**config.mk**
```make
export PLATFORM = sky130hd
export DESIGN_NAME = mem_unit
export DESIGN_NICKNAME = d
export VERILOG_FILES = /design/src/logic/mem_unit_pkg.sv /design/src/logic/mem_unit.sv /design/src/logic/mem_arb.sv /design/src/logic/shared_mem.sv /design/src/logic/smem_switch.sv
export SDC_FILE = /design/constraint.sdc
export NUM_CORES = 2
export LEC_CHECK = 0
export BUFFER_PORTS_ARGS = -buffer_cell sky130_fd_sc_hd__buf_4
export CAP_MARGIN = 25
export CORE_AREA = 2 2 420 422
export CTS_CLUSTER_SIZE = 40
export DETAILED_ROUTE_END_ITERATION = 8
export DIE_AREA = 0 0 422 424
export PLACE_DENSITY_LB_ADDON = 0.05
export SYNTH_ARGS = -nofsm -noshare
export SYNTH_HDL_FRONTEND = slang
export SYNTH_SLANG_ARGS = --single-unit
export TNS_END_PERCENT = 100
```
**constraint.sdc**
```tcl
create_clock -name clk -period 8.1 [get_ports clk]
set_clock_uncertainty 0.15 [all_clocks]
set_input_delay 0.405 -clock clk [delete_from_list [all_inputs] [get_ports clk]]
set_output_delay 0.405 -clock clk [all_outputs]
set_load 0.02 [all_outputs]
```
**src/logic/mem_unit_pkg.sv**
```systemverilog
package mem_unit_pkg;

    // Bus widths
    localparam int ADDR_WIDTH     = 32;
    localparam int DATA_WIDTH     = 32;
    localparam int WORD_BYTES     = DATA_WIDTH / 8;
    localparam int WORD_OFF_BITS  = $clog2(WORD_BYTES);
    localparam int CORE_TAG_WIDTH = 8;
    localparam int MEM_TAG_WIDTH  = CORE_TAG_WIDTH + 1;

    // Thread layout of the scratchpad
    localparam int NUM_THREADS   = 4;
    localparam int NUM_WARPS     = 4;
    localparam int NT_BITS       = $clog2(NUM_THREADS);
    localparam int NW_BITS       = $clog2(NUM_WARPS);
    localparam int WORD_SEL_BITS = 2;

    localparam int SMEM_ADDR_WIDTH = NT_BITS + WORD_SEL_BITS + NW_BITS;
    localparam int SMEM_WORDS      = 64;
    localparam int SMEM_NUM_BANKS  = 4;
    localparam int SMEM_BANK_BITS  = $clog2(SMEM_NUM_BANKS);
    localparam int SMEM_BANK_WORDS = SMEM_WORDS / SMEM_NUM_BANKS;
    localparam int SMEM_ROW_BITS   = SMEM_ADDR_WIDTH - SMEM_BANK_BITS;

    // Shared window is 0xFF0000xx
    localparam int SMEM_WIN_LSB = 8;
    localparam logic [ADDR_WIDTH-SMEM_WIN_LSB-1:0] SMEM_BASE = 24'hFF0000;

    // Source bit on top of the memory tag
    localparam logic SRC_INSTR = 1'b0;
    localparam logic SRC_DATA  = 1'b1;

    typedef logic [ADDR_WIDTH-1:0]      addr_t;
    typedef logic [DATA_WIDTH-1:0]      data_t;
    typedef logic [WORD_BYTES-1:0]      byteen_t;
    typedef logic [CORE_TAG_WIDTH-1:0]  core_tag_t;
    typedef logic [MEM_TAG_WIDTH-1:0]   mem_tag_t;
    typedef logic [SMEM_ADDR_WIDTH-1:0] smem_addr_t;

endpackage
```
**src/logic/mem_unit.sv**
```systemverilog
`timescale 1ns/10ps

module mem_unit (
    input  logic                    clk,
    input  logic                    rst_n,

    input  logic                    instr_req_valid,
    input  mem_unit_pkg::addr_t     instr_req_addr,
    input  mem_unit_pkg::core_tag_t instr_req_tag,
    output logic                    instr_req_ready,
    output logic                    instr_rsp_valid,
    output mem_unit_pkg::data_t     instr_rsp_data,
    output mem_unit_pkg::core_tag_t instr_rsp_tag,
    input  logic                    instr_rsp_ready,

    input  logic                    data_req_valid,
    input  logic                    data_req_rw,
    input  mem_unit_pkg::addr_t     data_req_addr,
    input  mem_unit_pkg::byteen_t   data_req_byteen,
    input  mem_unit_pkg::data_t     data_req_data,
    input  mem_unit_pkg::core_tag_t data_req_tag,
    output logic                    data_req_ready,
    output logic                    data_rsp_valid,
    output mem_unit_pkg::data_t     data_rsp_data,
    output mem_unit_pkg::core_tag_t data_rsp_tag,
    input  logic                    data_rsp_ready,

    output logic                    mem_req_valid,
    output logic                    mem_req_rw,
    output mem_unit_pkg::addr_t     mem_req_addr,
    output mem_unit_pkg::byteen_t   mem_req_byteen,
    output mem_unit_pkg::data_t     mem_req_data,
    output mem_unit_pkg::mem_tag_t  mem_req_tag,
    input  logic                    mem_req_ready,
    input  logic                    mem_rsp_valid,
    input  mem_unit_pkg::data_t     mem_rsp_data,
    input  mem_unit_pkg::mem_tag_t  mem_rsp_tag,
    output logic                    mem_rsp_ready
);

    import mem_unit_pkg::*;

    // Switch to scratchpad
    logic      smem_req_valid;
    logic      smem_req_rw;
    addr_t     smem_req_addr;
    byteen_t   smem_req_byteen;
    data_t     smem_req_data;
    core_tag_t smem_req_tag;
    logic      smem_req_ready;
    logic      smem_rsp_valid;
    data_t     smem_rsp_data;
    core_tag_t smem_rsp_tag;
    logic      smem_rsp_ready;

    // Switch to arbiter
    logic      glob_req_valid;
    logic      glob_req_rw;
    addr_t     glob_req_addr;
    byteen_t   glob_req_byteen;
    data_t     glob_req_data;
    core_tag_t glob_req_tag;
    logic      glob_req_ready;
    logic      glob_rsp_valid;
    data_t     glob_rsp_data;
    core_tag_t glob_rsp_tag;
    logic      glob_rsp_ready;

    smem_switch smem_switch (.*);

    shared_mem shared_mem (
        .clk        (clk),
        .rst_n      (rst_n),
        .req_valid  (smem_req_valid),
        .req_rw     (smem_req_rw),
        .req_addr   (smem_req_addr),
        .req_byteen (smem_req_byteen),
        .req_data   (smem_req_data),
        .req_tag    (smem_req_tag),
        .req_ready  (smem_req_ready),
        .rsp_valid  (smem_rsp_valid),
        .rsp_data   (smem_rsp_data),
        .rsp_tag    (smem_rsp_tag),
        .rsp_ready  (smem_rsp_ready)
    );

    mem_arb mem_arb (.*);

endmodule

```
**src/logic/mem_arb.sv**
```systemverilog
`timescale 1ns/10ps

module mem_arb (
    input  logic                    clk,
    input  logic                    rst_n,

    input  logic                    instr_req_valid,
    input  mem_unit_pkg::addr_t     instr_req_addr,
    input  mem_unit_pkg::core_tag_t instr_req_tag,
    output logic                    instr_req_ready,

    input  logic                    glob_req_valid,
    input  logic                    glob_req_rw,
    input  mem_unit_pkg::addr_t     glob_req_addr,
    input  mem_unit_pkg::byteen_t   glob_req_byteen,
    input  mem_unit_pkg::data_t     glob_req_data,
    input  mem_unit_pkg::core_tag_t glob_req_tag,
    output logic                    glob_req_ready,

    output logic                    mem_req_valid,
    output logic                    mem_req_rw,
    output mem_unit_pkg::addr_t     mem_req_addr,
    output mem_unit_pkg::byteen_t   mem_req_byteen,
    output mem_unit_pkg::data_t     mem_req_data,
    output mem_unit_pkg::mem_tag_t  mem_req_tag,
    input  logic                    mem_req_ready,

    input  logic                    mem_rsp_valid,
    input  mem_unit_pkg::data_t     mem_rsp_data,
    input  mem_unit_pkg::mem_tag_t  mem_rsp_tag,
    output logic                    mem_rsp_ready,

    output logic                    instr_rsp_valid,
    output mem_unit_pkg::data_t     instr_rsp_data,
    output mem_unit_pkg::core_tag_t instr_rsp_tag,
    input  logic                    instr_rsp_ready,

    output logic                    glob_rsp_valid,
    output mem_unit_pkg::data_t     glob_rsp_data,
    output mem_unit_pkg::core_tag_t glob_rsp_tag,
    input  logic                    glob_rsp_ready
);

    import mem_unit_pkg::*;

    logic [1:0] src_valid;
    logic       prio_src;
    logic       grant_src;
    logic       rsp_src;

    assign src_valid[SRC_INSTR] = instr_req_valid;
    assign src_valid[SRC_DATA]  = glob_req_valid;

    assign grant_src = src_valid[prio_src] ? prio_src : !prio_src;

    // Past the winner after a transfer, kept on a stalled offer
    always_ff @(posedge clk or negedge rst_n) begin
        if (!rst_n) begin
            prio_src <= SRC_INSTR;
        end else if (mem_req_valid) begin
            if (mem_req_ready) begin
                prio_src <= !grant_src;
            end else begin
                prio_src <= grant_src;
            end
        end
    end

    assign mem_req_valid = |src_valid;

    always_comb begin
        if (grant_src == SRC_DATA) begin
            mem_req_rw     = glob_req_rw;
            mem_req_addr   = glob_req_addr;
            mem_req_byteen = glob_req_byteen;
            mem_req_data   = glob_req_data;
            mem_req_tag    = {SRC_DATA, glob_req_tag};
        end else begin
            // Instruction fetch is a full-word read
            mem_req_rw     = 1'b0;
            mem_req_addr   = instr_req_addr;
            mem_req_byteen = '1;
            mem_req_data   = '0;
            mem_req_tag    = {SRC_INSTR, instr_req_tag};
        end
    end

    assign instr_req_ready = mem_req_ready && (grant_src == SRC_INSTR);
    assign glob_req_ready  = mem_req_ready && (grant_src == SRC_DATA);

    // Return path steered by the source bit
    assign rsp_src = mem_rsp_tag[CORE_TAG_WIDTH];

    assign instr_rsp_valid = mem_rsp_valid && (rsp_src == SRC_INSTR);
    assign instr_rsp_data  = mem_rsp_data;
    assign instr_rsp_tag   = mem_rsp_tag[CORE_TAG_WIDTH-1:0];

    assign glob_rsp_valid = mem_rsp_valid && (rsp_src == SRC_DATA);
    assign glob_rsp_data  = mem_rsp_data;
    assign glob_rsp_tag   = mem_rsp_tag[CORE_TAG_WIDTH-1:0];

    assign mem_rsp_ready = (rsp_src == SRC_DATA) ? glob_rsp_ready : instr_rsp_ready;

endmodule

```
**src/logic/shared_mem.sv**
```systemverilog
`timescale 1ns/10ps

module shared_mem (
    input  logic                    clk,
    input  logic                    rst_n,

    input  logic                    req_valid,
    input  logic                    req_rw,
    input  mem_unit_pkg::addr_t     req_addr,
    input  mem_unit_pkg::byteen_t   req_byteen,
    input  mem_unit_pkg::data_t     req_data,
    input  mem_unit_pkg::core_tag_t req_tag,
    output logic                    req_ready,

    output logic                    rsp_valid,
    output mem_unit_pkg::data_t     rsp_data,
    output mem_unit_pkg::core_tag_t rsp_tag,
    input  logic                    rsp_ready
);

    import mem_unit_pkg::*;

    smem_addr_t                word_idx;
    logic [SMEM_BANK_BITS-1:0] bank_sel;
    logic [SMEM_ROW_BITS-1:0]  row_sel;
    logic                      req_fire;
    logic                      wr_fire;
    logic                      rd_fire;
    data_t                     bank_rdata [SMEM_NUM_BANKS];

    // Offset in window is [warp][thread][word sel][byte]
    // Index becomes [warp][word sel][thread], so neighbour threads hit other banks
    assign word_idx = {
        req_addr[WORD_OFF_BITS + WORD_SEL_BITS + NT_BITS +: NW_BITS],
        req_addr[WORD_OFF_BITS +: WORD_SEL_BITS],
        req_addr[WORD_OFF_BITS + WORD_SEL_BITS +: NT_BITS]
    };

    assign bank_sel = word_idx[SMEM_BANK_BITS-1:0];
    assign row_sel  = word_idx[SMEM_ADDR_WIDTH-1:SMEM_BANK_BITS];

    // Stall only while a response is stuck
    assign req_ready = !rsp_valid || rsp_ready;
    assign req_fire  = req_valid && req_ready;
    assign wr_fire   = req_fire && req_rw;
    assign rd_fire   = req_fire && !req_rw;

    for (genvar b = 0; b < SMEM_NUM_BANKS; b++) begin : g_bank
        data_t mem [SMEM_BANK_WORDS];

        always_ff @(posedge clk) begin
            if (wr_fire && (bank_sel == SMEM_BANK_BITS'(b))) begin
                for (int i = 0; i < WORD_BYTES; i++) begin
                    if (req_byteen[i]) begin
                        mem[row_sel][i*8 +: 8] <= req_data[i*8 +: 8];
                    end
                end
            end
        end

        assign bank_rdata[b] = mem[row_sel];
    end

    always_ff @(posedge clk or negedge rst_n) begin
        if (!rst_n) begin
            rsp_valid <= 1'b0;
        end else if (rd_fire) begin
            rsp_valid <= 1'b1;
        end else if (rsp_ready) begin
            rsp_valid <= 1'b0;
        end
    end

    // Loads only on a new read, so it holds under back-pressure
    always_ff @(posedge clk) begin
        if (rd_fire) begin
            rsp_data <= bank_rdata[bank_sel];
            rsp_tag  <= req_tag;
        end
    end

endmodule

```
**src/logic/smem_switch.sv**
```systemverilog
`timescale 1ns/10ps

module smem_switch (
    input  logic                    data_req_valid,
    input  logic                    data_req_rw,
    input  mem_unit_pkg::addr_t     data_req_addr,
    input  mem_unit_pkg::byteen_t   data_req_byteen,
    input  mem_unit_pkg::data_t     data_req_data,
    input  mem_unit_pkg::core_tag_t data_req_tag,
    output logic                    data_req_ready,

    output logic                    smem_req_valid,
    output logic                    smem_req_rw,
    output mem_unit_pkg::addr_t     smem_req_addr,
    output mem_unit_pkg::byteen_t   smem_req_byteen,
    output mem_unit_pkg::data_t     smem_req_data,
    output mem_unit_pkg::core_tag_t smem_req_tag,
    input  logic                    smem_req_ready,

    output logic                    glob_req_valid,
    output logic                    glob_req_rw,
    output mem_unit_pkg::addr_t     glob_req_addr,
    output mem_unit_pkg::byteen_t   glob_req_byteen,
    output mem_unit_pkg::data_t     glob_req_data,
    output mem_unit_pkg::core_tag_t glob_req_tag,
    input  logic                    glob_req_ready,

    input  logic                    smem_rsp_valid,
    input  mem_unit_pkg::data_t     smem_rsp_data,
    input  mem_unit_pkg::core_tag_t smem_rsp_tag,
    output logic                    smem_rsp_ready,

    input  logic                    glob_rsp_valid,
    input  mem_unit_pkg::data_t     glob_rsp_data,
    input  mem_unit_pkg::core_tag_t glob_rsp_tag,
    output logic                    glob_rsp_ready,

    output logic                    data_rsp_valid,
    output mem_unit_pkg::data_t     data_rsp_data,
    output mem_unit_pkg::core_tag_t data_rsp_tag,
    input  logic                    data_rsp_ready
);

    import mem_unit_pkg::*;

    logic is_smem;

    assign is_smem = (data_req_addr[ADDR_WIDTH-1:SMEM_WIN_LSB] == SMEM_BASE);

    // Payload goes to both sides, only one valid
    assign smem_req_valid  = data_req_valid && is_smem;
    assign smem_req_rw     = data_req_rw;
    assign smem_req_addr   = data_req_addr;
    assign smem_req_byteen = data_req_byteen;
    assign smem_req_data   = data_req_data;
    assign smem_req_tag    = data_req_tag;

    assign glob_req_valid  = data_req_valid && !is_smem;
    assign glob_req_rw     = data_req_rw;
    assign glob_req_addr   = data_req_addr;
    assign glob_req_byteen = data_req_byteen;
    assign glob_req_data   = data_req_data;
    assign glob_req_tag    = data_req_tag;

    assign data_req_ready = is_smem ? smem_req_ready : glob_req_ready;

    // Shared memory wins, global waits
    assign data_rsp_valid = smem_rsp_valid || glob_rsp_valid;
    assign data_rsp_data  = smem_rsp_valid ? smem_rsp_data : glob_rsp_data;
    assign data_rsp_tag   = smem_rsp_valid ? smem_rsp_tag : glob_rsp_tag;

    assign smem_rsp_ready = data_rsp_ready;
    assign glob_rsp_ready = data_rsp_ready && !smem_rsp_valid;

endmodule

```
After elaboration in Yosys (flattened, before gate mapping)

Memory sizes are Yosys's and may differ from the RTL's.
Index checks and enable logic that the tools add are counted.

Memory bits (writable): 2048
Memories kept: 4
Word-level logic and storage cells: 95
Bits of input ports: 166
Register bits after elaboration: 42
Output and inout port bits: 164

Memory list:

| memory                   | depth | bits a word | read ports | clocked after Yosys merged registers in | write ports | line             | text |
|---|---|---|---|---|---|---|---|
| shared_mem.g_bank[0].mem | 16    | 32          | 1          | 0                                       | 1           | shared_mem.sv:49 | `data_t mem [SMEM_BANK_WORDS];` |
| shared_mem.g_bank[1].mem | 16    | 32          | 1          | 0                                       | 1           | shared_mem.sv:49 |  |
| shared_mem.g_bank[2].mem | 16    | 32          | 1          | 0                                       | 1           | shared_mem.sv:49 |  |
| shared_mem.g_bank[3].mem | 16    | 32          | 1          | 0                                       | 1           | shared_mem.sv:49 |  |

Order comparisons: 2
Reduce and logical (&&, ||, !) cells: 24
Equality and inequality tests: 4
Multiplexer cells: 54
Bitwise logic cells: 3

Operators with widths:

| cell                                                                   | number |
|---|---|
| 32-bit 2-to-1 mux                                                      | 5 |
| 32-bit binary-select mux with 2-bit select                             | 1 |
| 1-bit 2-to-1 mux                                                       | 45 |
| 24-bit equality test (second input constant)                           | 1 |
| 1-bit logical AND                                                      | 14 |
| 9-bit 2-to-1 mux                                                       | 1 |
| 8-bit 2-to-1 mux                                                       | 1 |
| 1-bit zero test                                                        | 5 |
| 2-bit equality test (second input constant)                            | 2 |
| 4-bit 2-to-1 mux                                                       | 1 |
| 3-bit >= comparator (second input constant)                            | 1 |
| 2-bit NOT with 3-bit output                                            | 1 |
| 2-bit by 1-bit equality test with 1-bit output (second input constant) | 1 |
| 2-bit zero test                                                        | 1 |
| 1-bit logical OR                                                       | 2 |
| 1-bit by 2-bit < comparator with 1-bit output (second input constant)  | 1 |
| 1-bit NOT                                                              | 2 |
| 2-bit nonzero test                                                     | 1 |
| 2-bit OR reduction                                                     | 1 |

Depth between registers and ports, before layout

Word-level depth: 8
Gate-level depth with buffers: 10
Depth with buffers taken out: 7

By module

Synthesis repeated with hierarchy kept, for this count alone.

Cell total of the unflattened synthesis: 3936
Area total of the unflattened synthesis: 82531.7 um^2

By module, submodules not included:

| module      | cells each | area an instance (um^2) | instances |
|---|---|---|---|
| shared_mem  | 3545       | 79304.8                 | 1 |
| smem_switch | 213        | 1727.9                  | 1 |
| mem_arb     | 178        | 1498.9                  | 1 |

Least setup slack after synthesis

OpenSTA, ideal clock, no wires.

Kind: input to register
From: in data_req_addr[13]
To: reg shared_mem.rsp_data[0] (enable)
Buffers on the path: 2
Arrival time: 4298 ps
Setup slack: 3165 ps
Data required time: 7463 ps
Stages on the path: 6
Cells stage by stage: nor4_1 -> nand4_1 -> or3_1 -> buf_2 -> clkbuf_1 -> nor3_1

Cells in the longest elaborated chain, start to end: 4

Ends and longest elaborated chain:

| element                | line              | text |
|---|---|---|
| start, declared        | mem_unit.sv:18    | `input mem_unit_pkg::addr_t data_req_addr,` |
| 24-bit equality test   | smem_switch.sv:48 | `assign is_smem = (data_req_addr[ADDR_WIDTH-1:SMEM_WIN_LSB] == SMEM_BASE);` |
| 1-bit logical AND      | smem_switch.sv:51 | `assign smem_req_valid = data_req_valid && is_smem;` |
| 1-bit logical AND      | shared_mem.sv:44  | `assign req_fire = req_valid && req_ready;` |
| 1-bit logical AND      | shared_mem.sv:46  | `assign rd_fire = req_fire && !req_rw;` |
| via shared_mem.rd_fire | shared_mem.sv:28  | `logic rd_fire;` |
| end signal, assigned   | shared_mem.sv:77  | `rsp_data <= bank_rdata[bank_sel];` |
| end, declared          | shared_mem.sv:16  | `output mem_unit_pkg::data_t rsp_data,` |

The timed path passes the listed nets, and every way through them passes these cells.
A chain may end at the register's enable or synchronous reset.

Worst setup path after layout

From: reg shared_mem.rsp_valid
To: mem shared_mem.g_bank[1].mem[4][8] (netlist name) (enable)

Cells in the longest elaborated chain, start to end: 7

Ends and longest elaborated chain:

| element                                | line             | text |
|---|---|---|
| start, declared                        | shared_mem.sv:15 | `output logic rsp_valid,` |
| start signal, assigned                 | shared_mem.sv:66 | `rsp_valid <= 1'b0;` |
| start signal, assigned                 | shared_mem.sv:68 | `rsp_valid <= 1'b1;` |
| start signal, assigned                 | shared_mem.sv:70 | `rsp_valid <= 1'b0;` |
| 1-bit zero test                        | shared_mem.sv:43 | `assign req_ready = !rsp_valid \|\| rsp_ready;` |
| 1-bit logical OR                       | shared_mem.sv:43 |  |
| 1-bit logical AND                      | shared_mem.sv:44 |  |
| 1-bit logical AND                      | shared_mem.sv:45 | `assign wr_fire = req_fire && req_rw;` |
| 1-bit logical AND                      | shared_mem.sv:52 | `if (wr_fire && (bank_sel == SMEM_BANK_BITS'(b))) begin` |
| 1-bit 2-to-1 mux                       | shared_mem.sv:52 |  |
| 1-bit 2-to-1 mux (implied by the code) | shared_mem.sv:55 | `mem[row_sel][i*8 +: 8] <= req_data[i*8 +: 8];` |
| end, declared                          | shared_mem.sv:49 |  |

No other way between the ends.

==> reports/results.txt <==
total of max-cap violations -> 0
status -> finished, final reports clean
min cycle time layout -> 4050 ps
sw frac -> 22.1%
CP top delay family -> simple AND/OR/NAND/NOR gates
IO Port Bufs -> 329
clk slew on worst S/H paths -> 60 ps
WP data arrival -> 4350 ps
remaining antenna violation count -> 0
post-synthesis async set-or-reset flop share -> 0.0957%
final hold slack -> 32.1 ps
Post-layout nets -> 4386
Starting DRT DRC Count -> 3648
gr usage total -> 23.8%
first-pass GRT wire length -> 303000 um
Slew headroom -> 30.6%
Reg power frac -> 52.3%
routing usage on met3 -> 3.98%
H-tree depth -> 4
Warnings, synthesis -> 0
RSZ-0062 raised after global routing -> false
Area growth syn-to-layout -> 14.6%
final hold vios -> 0
CTS tree -> done
CTS resizes -> 0
synthesized instance count -> 3837
clk_lat worst skew -> 860 ps
commonest non-fill, non-tap cell in the layout -> edfxtp_1
Starting Density -> 46.5%
Pwr per Cell Area -> 244 nW/um^2
most frequent cells in the layout -> edfxtp_1, mux4_2, buf_4
die width -> 422 um
P_sw -> 5.03 mW
crit path cell chain -> nand2b_1 -> nand2_1 -> nor2_1 -> nand2_1 -> nor2_1
TNS Setup -> 0 ps
CTS buffer count -> 213
Startpoint Class -> flop
Initial DRT Pass Iterations -> 5
Die H -> 424 um
clock power share -> 40.7%
cell area after synthesis -> 81400 sq um
IO Pins -> 330
Num Clock Sinks -> 2090
distinct cell type count after synthesis -> 33
Post-Layout Cell Count -> 6741
peak supply drop -> 0.232 mV
largest net degree at the start of global routing -> 129
worst setup path class -> flop to flop
full die area -> 179000 sq um
Primary FF master, synth -> edfxtp_1
total gr overflow -> 0
EDFF count, synth -> 2088
total power -> 22.7 mW
row cnt -> 154
vias per cell -> 5.88
vias in the first global route -> 40700
CP max stage cell -> nor2_1
share of post-route cells with drive strength above 1 -> 30.0%
Avg Synthesized Cell Area -> 21.2 sq um
via count -> 39600
core area -> 175000 sq um
Worst-Margin Slew -> 1040 ps
final worst-path cycle share -> 50.0%
CTS Root Cell -> clkbuf_16
Final setup viols -> 0
WL/cell -> 31.7 um
fill count -> 13600
FF+latch count, synth -> 2090
busiest grt layer -> met2
Seq/Total Area, Yosys -> 77.1%
Final Slew Violations -> 0
Req. time, crit path -> 8400 ps
P_leak -> 29.6 nW
CP bufs+invs -> 0
Worst setup EP type -> flop
Routed WL -> 213000 um
slowest stage delay, CP -> 940 ps
syn nets -> 4005
Placer Congestion -> 0.821
Worst Hold Class -> input pin to flop
Max Fanout on Critical Path -> 44
Final Core Density -> 53.3%
fmax -> 0.247 GHz
routing usage on met2 -> 39.4%
post-DP HPWL -> 124000 um
post-route DRC violation count -> 0
power share of the combinational group -> 7.0%
placed instance count -> 6299
Pint -> 17.7 mW
initial antenna violation count -> 3
met1 usage -> 32.9%
clock buffer depth -> 3
## path summary, 6_finish.rpt
check,startpoint,end,slack [ps],cells past startpoint
min reg2reg,shared_mem.g_bank[2].mem[7][21],shared_mem.rsp_data[21],740,5
max reg2reg,shared_mem.rsp_valid,shared_mem.g_bank[1].mem[4][8],4050,5
max in group asynchronous,rst_n,shared_mem.rsp_valid,7350,3
max,shared_mem.rsp_valid,shared_mem.g_bank[1].mem[4][8],4050,5
min in group asynchronous,rst_n,shared_mem.rsp_valid,300,3
min,data_req_data[8],shared_mem.g_bank[3].mem[12][8],30,1
## through the flow
step | setup WS [ps] | instance area, sq um
floorplan | 3170 | 81400
global placement | 3590 | 86300
detailed placement | 3570 | 86400
CTS | 4000 | 93300
global route | 3960 | 93300
finish | 4050 | 93300
## cells by family (layout without fill, tap and decap cells)
family                     Yosys count  after routing  share of synthesized area (%)
adders and majority gates            2              2                         0.0307
DFF                               2090           2090                           77.1
other                                0              4                              0
AOI/OAI and AO/OA                  326            326                           3.00
buffers and inverters              288            848                           1.66
and+or+nand+nor                    538            538                           2.78
muxes                              593            593                           15.5
## routing by layer
| metal | up-vias | part of all wire, % |
|---|---|---|
| met2 | 1409 | 50 |
| met3 | 284 | 6.0 |
| met5 | - | 0 |
| li1 | 16700 | - |
| met1 | 21200 | 42 |
| met4 | 0 | 2.5 |
## what timing repair did
item,in CTS,in global routing
hold endpoints to repair,690,4
setup buffers,0,0
hold buffers,42,1
## power by group through the flow
stage          combinational [mW]  clock (mW)  sequential (mW)
2_1_floorplan               0.911           0             12.1
3_3_place_gp                 1.59           0             12.1
3_5_place_dp                 1.60           0             12.1
4_1_cts                      1.62        9.42             11.9
5_1_grt                      1.69        9.87             11.9
6_report                     1.59        9.25             11.9
## cells in the mapped netlist, types with 5 or more instances
master,n,area [sq um]
nor3_1,20,100
buf_2,52,260
clkbuf_1,158,593
and2_1,36,225
a22oi_1,320,2400
nor2_1,245,920
mux2_4,39,586
nor2b_1,8,50.1
buf_6,7,78.8
edfxtp_1,2088,62700
mux2_2,41,462
nand2_1,182,683
nand2b_1,7,43.8
buf_1,28,105
mux4_2,512,11500
buf_4,41,308
and3_1,5,31.3
nand3_1,16,80.1
nand4_1,6,37.5
## registers in the layout (all words and copies together), names as in the netlist
signal                 cells
shared_mem.g_bank.mem   2048
shared_mem.rsp_data       32
shared_mem.rsp_tag         8
mem_arb.prio_src           1
shared_mem.rsp_valid       1
## final cells by class
type                            instances  area [sq um]  share of cell area [%]
Clock buffer                          266          5660                    6.06
Antenna cell                            4          10.0                  0.0107
Clock inverter                        128           858                   0.920
Sequential cell                      2090         62800                    67.2
Timing Repair Buffer                  452          3640                    3.90
Inverter                                2          7.51                 0.00804
Tap cell                             2340          2930                    3.14
Multi-Input combinational cell       1459         17500                    18.7
Note: power is estimated with default switching activity, not from simulation.
